## src/hw/pfu_gsdb_consts.svh

```systemverilog
/*
  Global stride detector constants
  Widths, retire port count and confidence settings
*/
`ifndef PFU_GSDB_CONSTS_SVH
`define PFU_GSDB_CONSTS_SVH

// Instruction ID, top bit is the wrap bit
`define PFU_IID_W         7
`define PFU_VA_W          40

// Largest usable stride magnitude is 2**PFU_STRIDE_W - 1
`define PFU_STRIDE_W      11
`define PFU_COMMIT_PORTS  3

// Pop confidence counter
`define PFU_CONF_W        2
`define PFU_CONF_RELOAD   2

`endif

```

## src/hw/lsu_pipe_pkg.sv

```systemverilog
/*
  Load/store pipeline types
  Instruction IDs, virtual addresses, data-access load and retire commit ports
*/
`include "pfu_gsdb_consts.svh"

package lsu_pipe_pkg;

  // ==========================================================================
  // Basic vectors
  // ==========================================================================
  typedef logic [`PFU_IID_W-1:0] iid_t;
  typedef logic [`PFU_VA_W-1:0]  va_t;

  // ==========================================================================
  // Load at the data-access stage
  // ==========================================================================
  typedef struct packed {
    // Prefetch-eligible load present
    logic pf_inst_vld;
    // Load really went to memory
    logic act_vld;
    iid_t iid;
    va_t  va;
  } ld_da_req_t;

  // ==========================================================================
  // Retire commit ports
  // ==========================================================================
  typedef struct packed {
    logic vld;
    iid_t iid;
  } rtu_commit_t;

  // All commit ports of one cycle
  typedef rtu_commit_t [`PFU_COMMIT_PORTS-1:0] rtu_commit_vec_t;

endpackage

```

## src/hw/pfu_gsdb_pkg.sv

```systemverilog
/*
  Global stride detector types
  State encoding, stride and confidence vectors, compare result and gpfb request
*/
`include "pfu_gsdb_consts.svh"

package pfu_gsdb_pkg;

  typedef enum logic [1:0] {
    IDLE           = 2'd0,
    GET_STRIDE     = 2'd1,
    CHECK_STRIDE   = 2'd2,
    MONITOR_STRIDE = 2'd3
  } gsdb_state_e;

  // Stride magnitude, sign travels on its own
  typedef logic [`PFU_STRIDE_W-1:0] stride_t;
  typedef logic [`PFU_CONF_W-1:0]   conf_t;

  // Result of one accepted load, one cycle after acceptance
  typedef struct packed {
    logic vld;
    logic normal;
    logic success;
  } cmp_info_t;

  // Toward the global prefetch buffer
  typedef struct packed {
    logic    create_vld;
    logic    pop_req;
    stride_t stride;
    logic    stride_neg;
  } gpfb_req_t;

endpackage

```

## src/hw/pfu_gsdb_ctrl.sv

```systemverilog
/*
  Stride detector control
  State machine, pop confidence counter, load acceptance and gpfb strobes
*/
`include "pfu_gsdb_consts.svh"

module pfu_gsdb_ctrl
  import lsu_pipe_pkg::*;
  import pfu_gsdb_pkg::*;
(
  input  logic       pfu_gsdb_clk,
  input  logic       cpurst_b,
  input  ld_da_req_t ld_da,
  input  logic       newest_older,
  input  cmp_info_t  cmp_info,
  input  logic       pref_en,
  input  logic       gpfb_vld,
  input  logic       pop_all_vld,
  output logic       gsdb_vld,
  output logic       create,
  output logic       addr_act,
  output logic       stride_keep,
  output logic       create_vld,
  output logic       pop_req
);

  gsdb_state_e cur_state;
  gsdb_state_e nxt_state;
  conf_t       conf;

  logic is_get;
  logic is_check;
  logic is_monitor;
  logic conf_min;
  logic conf_max;
  logic hit;
  logic miss;

  assign is_get     = cur_state == GET_STRIDE;
  assign is_check   = cur_state == CHECK_STRIDE;
  assign is_monitor = cur_state == MONITOR_STRIDE;
  assign conf_min   = conf == '0;
  assign conf_max   = conf == '1;

  assign hit  = cmp_info.vld && cmp_info.success;
  assign miss = cmp_info.vld && !cmp_info.success;

  // ==========================================================================
  // Detection state machine
  // ==========================================================================
  always_ff @(posedge pfu_gsdb_clk or negedge cpurst_b)
  begin
    if (!cpurst_b)
      cur_state <= IDLE;
    else if (pop_all_vld)
      cur_state <= IDLE;
    else
      cur_state <= nxt_state;
  end

  always_comb
  begin
    nxt_state = cur_state;
    case (cur_state)
      IDLE:
        if (create)
          nxt_state = GET_STRIDE;
      GET_STRIDE:
        if (cmp_info.vld && cmp_info.normal)
          nxt_state = CHECK_STRIDE;
      CHECK_STRIDE:
        if (hit)
          nxt_state = MONITOR_STRIDE;
        else if (miss)
          nxt_state = GET_STRIDE;
      MONITOR_STRIDE:
        // Broken stride with no confidence left, or buffer entry gone
        if ((miss && conf_min) || (cmp_info.vld && !gpfb_vld))
          nxt_state = GET_STRIDE;
      default:
        nxt_state = IDLE;
    endcase
  end

  assign gsdb_vld = cur_state != IDLE;
  assign create   = !gsdb_vld && pref_en;

  // Loads in get stride must really have accessed memory
  assign addr_act = gsdb_vld
                    && ld_da.pf_inst_vld
                    && newest_older
                    && (!is_get || ld_da.act_vld);

  // ==========================================================================
  // Pop confidence
  // ==========================================================================
  always_ff @(posedge pfu_gsdb_clk or negedge cpurst_b)
  begin
    if (!cpurst_b)
      conf <= '0;
    else if (is_check && hit)
      conf <= conf_t'(`PFU_CONF_RELOAD);
    else if (is_monitor && miss && !conf_min)
      conf <= conf - conf_t'(1);
    else if (is_monitor && hit && !conf_max)
      conf <= conf + conf_t'(1);
  end

  assign stride_keep = is_monitor && gpfb_vld && !conf_min;

  // gpfb strobes
  assign create_vld = is_check && hit;
  assign pop_req    = is_monitor && miss && conf_min;

  // Reloaded confidence blocks a pop right after a create
  a_strobe_excl: assert property (@(posedge pfu_gsdb_clk) disable iff (!cpurst_b)
    create_vld |=> !pop_req);

  // Confidence drains one step at a time down to a pop
  a_pop_conf_zero: assert property (@(posedge pfu_gsdb_clk) disable iff (!cpurst_b)
    pop_req |-> conf_min && ($past(conf) <= conf_t'(1)));

endmodule

```

## src/hw/pfu_gsdb_inst_track.sv

```systemverilog
/*
  Newest prefetch instruction tracker
  Holds the youngest pf load seen, compares its age with the incoming load
  and follows commits and flushes from the retire unit
*/
`include "pfu_gsdb_consts.svh"

module pfu_gsdb_inst_track
  import lsu_pipe_pkg::*;
(
  input  logic            pfu_gsdb_clk,
  input  logic            cpurst_b,
  input  ld_da_req_t      ld_da,
  input  rtu_commit_vec_t commit,
  input  logic            flush,
  input  logic            gsdb_vld,
  input  logic            create,
  output logic            newest_older
);

  logic newest_vld;
  logic newest_cmit;
  iid_t newest_iid;

  logic same_wrap;
  logic iid_older;
  logic cmit_hit;
  logic newest_set;
  logic flush_uncmit;

  // ==========================================================================
  // Age compare with wrap bit
  // ==========================================================================
  assign same_wrap = newest_iid[`PFU_IID_W-1] == ld_da.iid[`PFU_IID_W-1];
  // Same lap, lower index older; different lap, higher index older
  assign iid_older = same_wrap
                     ? (newest_iid[`PFU_IID_W-2:0] < ld_da.iid[`PFU_IID_W-2:0])
                     : (newest_iid[`PFU_IID_W-2:0] > ld_da.iid[`PFU_IID_W-2:0]);

  assign newest_older = newest_vld && (iid_older || newest_cmit);

  // Any commit port retiring the tracked load
  always_comb
  begin
    cmit_hit = 1'b0;
    for (int i = 0; i < `PFU_COMMIT_PORTS; i++)
    begin
      if (commit[i].vld && (commit[i].iid == newest_iid))
        cmit_hit = 1'b1;
    end
  end

  assign newest_set   = gsdb_vld && ld_da.pf_inst_vld && (!newest_vld || newest_older);
  assign flush_uncmit = flush && !newest_cmit;

  // ==========================================================================
  // Tracker registers
  // ==========================================================================
  always_ff @(posedge pfu_gsdb_clk or negedge cpurst_b)
  begin
    if (!cpurst_b)
      newest_vld <= 1'b0;
    else if (create || flush_uncmit)
      newest_vld <= 1'b0;
    else if (newest_set)
      newest_vld <= 1'b1;
  end

  always_ff @(posedge pfu_gsdb_clk)
  begin
    if (newest_set)
      newest_iid <= ld_da.iid;
  end

  // A new load restarts the commit watch
  always_ff @(posedge pfu_gsdb_clk or negedge cpurst_b)
  begin
    if (!cpurst_b)
      newest_cmit <= 1'b0;
    else if (newest_set)
      newest_cmit <= 1'b0;
    else if (newest_vld && cmit_hit)
      newest_cmit <= 1'b1;
  end

  // No new load is taken in a create cycle
  a_create_clears: assert property (@(posedge pfu_gsdb_clk) disable iff (!cpurst_b)
    create |-> !newest_set);

endmodule

```

## src/hw/pfu_gsdb_stride_cmp.sv

```systemverilog
/*
  Stride compare
  Keeps the base address and stored signed stride, and registers the
  difference check of each accepted load into the result stage
*/
`include "pfu_gsdb_consts.svh"

module pfu_gsdb_stride_cmp
  import lsu_pipe_pkg::*;
  import pfu_gsdb_pkg::*;
(
  input  logic      pfu_gsdb_clk,
  input  logic      cpurst_b,
  input  va_t       va,
  input  logic      addr_act,
  input  logic      create,
  input  logic      stride_keep,
  output cmp_info_t cmp_info,
  output stride_t   stride,
  output logic      stride_neg
);

  logic    base_vld;
  va_t     base_va;

  va_t     diff;
  va_t     diff_mag;
  logic    diff_neg;
  logic    mag_fits;
  logic    diff_normal;
  logic    diff_success;
  logic    diff_act;

  // ==========================================================================
  // Difference against the previous accepted load
  // ==========================================================================
  assign diff     = va - base_va;
  assign diff_neg = diff[`PFU_VA_W-1];
  assign diff_mag = diff_neg ? (~diff + va_t'(1)) : diff;
  // Magnitude below 2**PFU_STRIDE_W
  assign mag_fits = diff_mag[`PFU_VA_W-1:`PFU_STRIDE_W] == '0;

  assign diff_normal  = (diff != '0) && mag_fits;
  // Checked against the stride stored before this load
  assign diff_success = mag_fits
                        && (diff_mag[`PFU_STRIDE_W-1:0] == stride)
                        && (diff_neg == stride_neg);

  // First accepted load after create only sets the base
  assign diff_act = addr_act && base_vld;

  // ==========================================================================
  // Base address
  // ==========================================================================
  always_ff @(posedge pfu_gsdb_clk or negedge cpurst_b)
  begin
    if (!cpurst_b)
      base_vld <= 1'b0;
    else if (create)
      base_vld <= 1'b0;
    else if (addr_act)
      base_vld <= 1'b1;
  end

  always_ff @(posedge pfu_gsdb_clk)
  begin
    if (addr_act)
      base_va <= va;
  end

  // ==========================================================================
  // Stored stride, visible in the result cycle
  // ==========================================================================
  always_ff @(posedge pfu_gsdb_clk or negedge cpurst_b)
  begin
    if (!cpurst_b)
    begin
      stride     <= '0;
      stride_neg <= 1'b0;
    end
    else if (diff_act && diff_normal && !stride_keep)
    begin
      stride     <= diff_mag[`PFU_STRIDE_W-1:0];
      stride_neg <= diff_neg;
    end
  end

  // Result stage
  always_ff @(posedge pfu_gsdb_clk or negedge cpurst_b)
  begin
    if (!cpurst_b)
      cmp_info <= '0;
    else
    begin
      cmp_info.vld     <= diff_act;
      cmp_info.normal  <= diff_normal;
      cmp_info.success <= diff_success;
    end
  end

  // A result comes from a load accepted outside a create cycle
  a_result_follows_act: assert property (@(posedge pfu_gsdb_clk) disable iff (!cpurst_b)
    cmp_info.vld |-> $past(addr_act && !create));

endmodule

```

## src/hw/pfu_gsdb_top.sv

```systemverilog
/*
  Global stride detector
  Tracks prefetch loads, confirms a global stride and drives the gpfb strobes
*/
module pfu_gsdb_top
  import lsu_pipe_pkg::*;
  import pfu_gsdb_pkg::*;
(
  input  logic            pfu_gsdb_clk,
  input  logic            cpurst_b,
  input  ld_da_req_t      ld_da,
  input  rtu_commit_vec_t commit,
  input  logic            flush,
  input  logic            pref_en,
  input  logic            gpfb_vld,
  input  logic            pop_all_vld,
  output gpfb_req_t       gpfb
);

  logic      newest_older;
  logic      gsdb_vld;
  logic      create;
  logic      addr_act;
  logic      stride_keep;
  cmp_info_t cmp_info;

  // ==========================================================================
  // Newest instruction tracker
  // ==========================================================================
  pfu_gsdb_inst_track u_inst_track (
    .pfu_gsdb_clk (pfu_gsdb_clk),
    .cpurst_b     (cpurst_b),
    .ld_da        (ld_da),
    .commit       (commit),
    .flush        (flush),
    .gsdb_vld     (gsdb_vld),
    .create       (create),
    .newest_older (newest_older)
  );

  // Stride compare
  pfu_gsdb_stride_cmp u_stride_cmp (
    .pfu_gsdb_clk (pfu_gsdb_clk),
    .cpurst_b     (cpurst_b),
    .va           (ld_da.va),
    .addr_act     (addr_act),
    .create       (create),
    .stride_keep  (stride_keep),
    .cmp_info     (cmp_info),
    .stride       (gpfb.stride),
    .stride_neg   (gpfb.stride_neg)
  );

  // State machine and strobes
  pfu_gsdb_ctrl u_ctrl (
    .pfu_gsdb_clk (pfu_gsdb_clk),
    .cpurst_b     (cpurst_b),
    .ld_da        (ld_da),
    .newest_older (newest_older),
    .cmp_info     (cmp_info),
    .pref_en      (pref_en),
    .gpfb_vld     (gpfb_vld),
    .pop_all_vld  (pop_all_vld),
    .gsdb_vld     (gsdb_vld),
    .create       (create),
    .addr_act     (addr_act),
    .stride_keep  (stride_keep),
    .create_vld   (gpfb.create_vld),
    .pop_req      (gpfb.pop_req)
  );

endmodule

```

## config.mk

```make
export PLATFORM = sky130hd
export DESIGN_NAME = pfu_gsdb_top
export DESIGN_NICKNAME = d
export VERILOG_FILES = /design/src/hw/lsu_pipe_pkg.sv /design/src/hw/pfu_gsdb_pkg.sv /design/src/hw/pfu_gsdb_ctrl.sv /design/src/hw/pfu_gsdb_inst_track.sv /design/src/hw/pfu_gsdb_stride_cmp.sv /design/src/hw/pfu_gsdb_top.sv
export VERILOG_INCLUDE_DIRS = /design/src /design/src/hw
export SDC_FILE = /design/constraint.sdc
export NUM_CORES = 1
export LEC_CHECK = 0
export BUFFER_PORTS_ARGS = -buffer_cell sky130_fd_sc_hd__buf_2
export CAP_MARGIN = 20
export CELL_PAD_IN_SITES_DETAIL_PLACEMENT = 0
export CELL_PAD_IN_SITES_GLOBAL_PLACEMENT = 2
export CORE_ASPECT_RATIO = 0.7
export CORE_MARGIN = 3
export CORE_UTILIZATION = 36
export CTS_BUF_LIST = sky130_fd_sc_hd__clkbuf_8
export CTS_CLUSTER_SIZE = 30
export DETAILED_ROUTE_END_ITERATION = 8
export PLACE_DENSITY_LB_ADDON = 0.1
export SYNTH_ARGS = -nofsm -noshare
export SYNTH_HDL_FRONTEND = slang
export SYNTH_SLANG_ARGS = --single-unit
```

## constraint.sdc

```tcl
create_clock -name pfu_gsdb_clk -period 11.4 [get_ports pfu_gsdb_clk]
set_clock_uncertainty 0.05 [all_clocks]
set_input_delay 0.57 -clock pfu_gsdb_clk [delete_from_list [all_inputs] [get_ports pfu_gsdb_clk]]
set_output_delay 0.57 -clock pfu_gsdb_clk [all_outputs]
set_load 0.01 [all_outputs]
```

==> metrics.txt <==
# TYPE chip_impl_metric gauge
chip_impl_metric{name="worst_skew_pair.late_latency",unit="ns"} 0.38
chip_impl_metric{name="antenna_left",unit=""} 0
chip_impl_metric{name="synth_area",unit="sq um"} 7280
chip_impl_metric{name="cts_resized",unit=""} 0
chip_impl_metric{name="detailedRoute.firstIterationViolations",unit=""} 569
chip_impl_metric{name="antenna_cells",unit=""} 0
chip_impl_metric{name="totalNegativeSetupSlack",unit="ns"} 0
chip_impl_metric{name="grt_pass1_wl",unit="mm"} 37.2
chip_impl_metric{name="fillers",unit=""} 2020
chip_impl_metric{name="timing.critical_path.arrival",unit="ns"} 6.30
chip_impl_metric{name="p_leak",unit="nW"} 3.20
chip_impl_metric{name="via_count",unit=""} 7038
chip_impl_metric{name="drc",unit=""} 0
chip_impl_metric{name="design.final.nets",unit=""} 1096
chip_impl_metric{name="drt_wl_total",unit="mm"} 23.0
chip_impl_metric{name="boundaryPins",unit=""} 93
chip_impl_info{name="ys.flop_type",value="edfxtp_1"} 1
chip_impl_metric{name="finalInstanceArea",unit="sq um"} 8170
chip_impl_metric{name="synth_enable_flop_cells",unit=""} 47
chip_impl_metric{name="fin_ws",unit="ns"} 5.32
chip_impl_metric{name="dp_slack",unit="ns"} 5.04
chip_impl_metric{name="cp_max_fo",unit=""} 12
chip_impl_metric{name="timing.hold.ws",unit="ns"} 0.0927
chip_impl_metric{name="via_count_of_the_first_global_routing_pass",unit=""} 6768
chip_impl_metric{name="dp.final_hpwl",unit="mm"} 18.4
chip_impl_metric{name="final_layout_size_suffix_gt1_share",unit="%"} 13.9
chip_impl_metric{name="syn_inst_count",unit=""} 898
chip_impl_metric{name="yosysWarningCount",unit=""} 0
chip_impl_metric{name="grt_overflow_total",unit=""} 0
chip_impl_metric{name="detail_route.wl_per_cell",unit="um"} 18.6
chip_impl_metric{name="tritoncts.num_buffers",unit=""} 9
chip_impl_metric{name="slew_headroom",unit="%"} 31.8
chip_impl_metric{name="timing.final.hold_violations",unit=""} 0
chip_impl_metric{name="die_x",unit="um"} 176
chip_impl_metric{name="ys_ff_latch",unit=""} 69
chip_impl_metric{name="floorplan.initialDensity",unit="%"} 37.6
chip_impl_metric{name="timing.final.setup_violations",unit=""} 0
chip_impl_metric{name="share_of_synthesized_area_occupied_by_flip_flops_and_latches",unit="%"} 27.0
chip_impl_metric{name="postSynth.asyncResetShare",unit="%"} 31.9
chip_impl_info{name="timing_worst_setup_path_type",value="flop to flop"} 1
chip_impl_metric{name="design.core.area",unit="sq um"} 19300
chip_impl_metric{name="max_freq",unit="MHz"} 165
chip_impl_info{name="layout_commonest_cell",value="buf_2"} 1
chip_impl_metric{name="maxCapViolations",unit=""} 0
chip_impl_metric{name="synth_top_cell_area_share",unit="%"} 19.4
chip_impl_info{name="clock_tree_from_tritoncts",value="done"} 1
chip_impl_info{name="end_kind",value="flop"} 1
chip_impl_info{name="worstHoldPathType",value="input pin to async pin"} 1
chip_impl_metric{name="place_inst",unit=""} 1219
chip_impl_metric{name="synth-simple-area-share",unit="%"} 22.4
chip_impl_metric{name="area_share_of_xor_xnor_cells_in_the_synthesized_design",unit="%"} 9.99
chip_impl_metric{name="postSynthNetCount",unit=""} 1028
chip_impl_metric{name="grt_max_degree",unit=""} 43
chip_impl_metric{name="layout_worst_path_cycle_share",unit="%"} 53.3
chip_impl_metric{name="htree_levels",unit=""} 3
chip_impl_metric{name="worstMarginPinSlew",unit="ns"} 1.02
chip_impl_metric{name="hold_buffers",unit=""} 0
chip_impl_metric{name="period_minus_slack",unit="ns"} 6.08
chip_impl_info{name="run_status",value="finished, final reports clean"} 1
chip_impl_metric{name="synth_fa_ha_area_share",unit="%"} 8.87
chip_impl_metric{name="instances_no_fill",unit=""} 1235
chip_impl_metric{name="worstPathRequired",unit="ns"} 11.62
chip_impl_info{name="rsz0062_at_grt",value="no"} 1
chip_impl_metric{name="globalRouteTotalUtil",unit="%"} 21.0
chip_impl_info{name="synthDominantAreaCellType",value="edfxtp_1"} 1
chip_impl_metric{name="fp.dieArea",unit="sq um"} 22000
chip_impl_metric{name="via_per_inst",unit=""} 5.70
chip_impl_metric{name="final_max_slew_viol_count",unit=""} 0
chip_impl_metric{name="portBuffers",unit=""} 92
chip_impl_metric{name="postSynthAreaPerCell",unit="sq um"} 8.10
chip_impl_metric{name="antenna_found_initial",unit=""} 0
chip_impl_metric{name="final_core_utilization",unit="%"} 42.3
chip_impl_metric{name="synth_compound_gate_area_share",unit="%"} 23.3
chip_impl_metric{name="vdd_ir_drop_max",unit="uV"} 53.6
chip_impl_metric{name="rows",unit=""} 42
chip_impl_info{name="mostFrequentLayoutCells",value="buf_2 (92), nor2_1 (77), inv_1 (75), nand2_1 (74), a21oi_1 (71)"} 1
chip_impl_metric{name="place.gp.congestion",unit=""} 0.886
chip_impl_metric{name="firstDrtPassIters",unit=""} 5
chip_impl_metric{name="power_per_cell_area",unit="nW/um^2"} 101
chip_impl_metric{name="cts.clk_slew.worst_paths",unit="ns"} 0.09
chip_impl_metric{name="synthToLayoutAreaGrowth",unit="%"} 12.3
chip_impl_metric{name="cts.path.max_buffers",unit=""} 2
chip_impl_info{name="synth_top_family_by_area",value="compound AO/OA/AOI/OAI gates"} 1
chip_impl_metric{name="floorplan.die.height",unit="um"} 125
chip_impl_metric{name="clock-sinks",unit=""} 69
chip_impl_metric{name="yosys-mux-area-fraction",unit="%"} 2.39
chip_impl_info{name="clk_root_buffer_cell",value="clkbuf_8"} 1
chip_impl_metric{name="synth_cell_types",unit=""} 80
chip_impl_metric{name="post_dp_cell_area",unit="sq um"} 7930
chip_impl_info{name="synth_area_leaders",value="edfxtp_1 (19%), ha_1 (8.6%), dfrtp_1 (7.6%), xnor2_1 (6.3%), a21oi_1 (4.9%)"} 1
chip_impl_metric{name="p_total",unit="mW"} 0.826
chip_impl_info{name="setup.worst_path.start_class",value="flop"} 1
chip_impl_metric{name="cts_setup_buffers",unit=""} 0
==> cells by family (layout without fill, tap and decap cells) <==
group / after synthesis / count (layout)
compound gates: 247 / 247
simple gates: 318 / 318
flops: 69 / 69
buf+inv: 113 / 186
fa+ha+maj: 51 / 51
xor+xnor: 83 / 83
mux: 17 / 17
==> synthesized netlist by cell type, drive strengths merged, types with 11 or more instances <==
library cell / number
nor2: 77
inv: 75
nand2: 74
a21oi: 73
o21ai: 55
xnor2: 52
ha: 50
edfxtp: 47
nand4: 37
nor3: 31
xor2: 31
clkbuf: 30
dfrtp: 22
nand3: 20
o211ai: 19
nor4: 17
mux2i: 14
o21a: 14
and2: 11
==> layout make-up <==
| class | instances | area [sq um] | area share, % |
|---|---|---|---|
| clock inverter | 7 | 121 | 1.48 |
| tap | 264 | 330 | 4.04 |
| inverter | 75 | 282 | 3.44 |
| timing repair buffer | 95 | 483 | 5.91 |
| sequential | 69 | 1960 | 24.0 |
| clock buffer | 9 | 124 | 1.52 |
| multi-input combinational | 716 | 4870 | 59.6 |
==> path summary, 6_finish.rpt <==
path	slack (ns)	startpoint	cells after the start	end
worst max-delay path	5.32	u_stride_cmp.base_va[0]	16	u_stride_cmp.stride[1]
worst min-delay path	0.09	cpurst_b	1	u_stride_cmp.stride[1]
worst max register to register	5.32	u_stride_cmp.base_va[0]	16	u_stride_cmp.stride[1]
worst min register to register	0.49	u_stride_cmp.base_vld	1	u_stride_cmp.cmp_info[2]
max in group asynchronous	10.86	cpurst_b	1	u_inst_track.newest_vld
min in group pfu_gsdb_clk	0.32	pop_all_vld	2	u_ctrl.cur_state[1]
==> state kept, by name (all words and copies together) (netlist names), 2 cells and up <==
| register | count |
|---|---|
| u_stride_cmp.base_va | 40 |
| u_stride_cmp.stride | 11 |
| u_ctrl.cur_state | 2 |
| u_ctrl.conf | 2 |
| u_inst_track.newest_iid | 7 |
| u_stride_cmp.cmp_info | 3 |
==> where the power goes <==
| part | switching, mW | internal [mW] |
|---|---|---|
| logic | 0.181 | 0.102 |
| registers | 0.00687 | 0.276 |
| clock network | 0.115 | 0.147 |
| total | 0.302 | 0.524 |
==> worst max-delay path: stages (launching register included) <==
cell and delay, ns:
edfxtp_1 0.35, ha_1 0.16, inv_1 0.05, fa_1 0.44, a211oi_4 0.33, o211ai_1 0.27, a21oi_1 0.37, o21ai_1 0.20
a221oi_1 0.42, xor2_1 0.55, nand2_1 0.25, or4_1 0.55, o31a_1 0.25, o211ai_1 0.26, nand4_1 0.21, nor4_4 0.87
mux2_1 0.39
==> routing by layer <==
layer	GRT usage [%]	part of all wire (%)	wire, um	up-vias
li1	-	-	-	3458
met5	0	0	0	-
met2	29.2	40	9130	246
met1	33.6	52	12000	3317
met3	3.82	6.7	1550	17
met4	3.68	1.1	248	0
No activity file was read; power rests on OpenSTA's default activity.
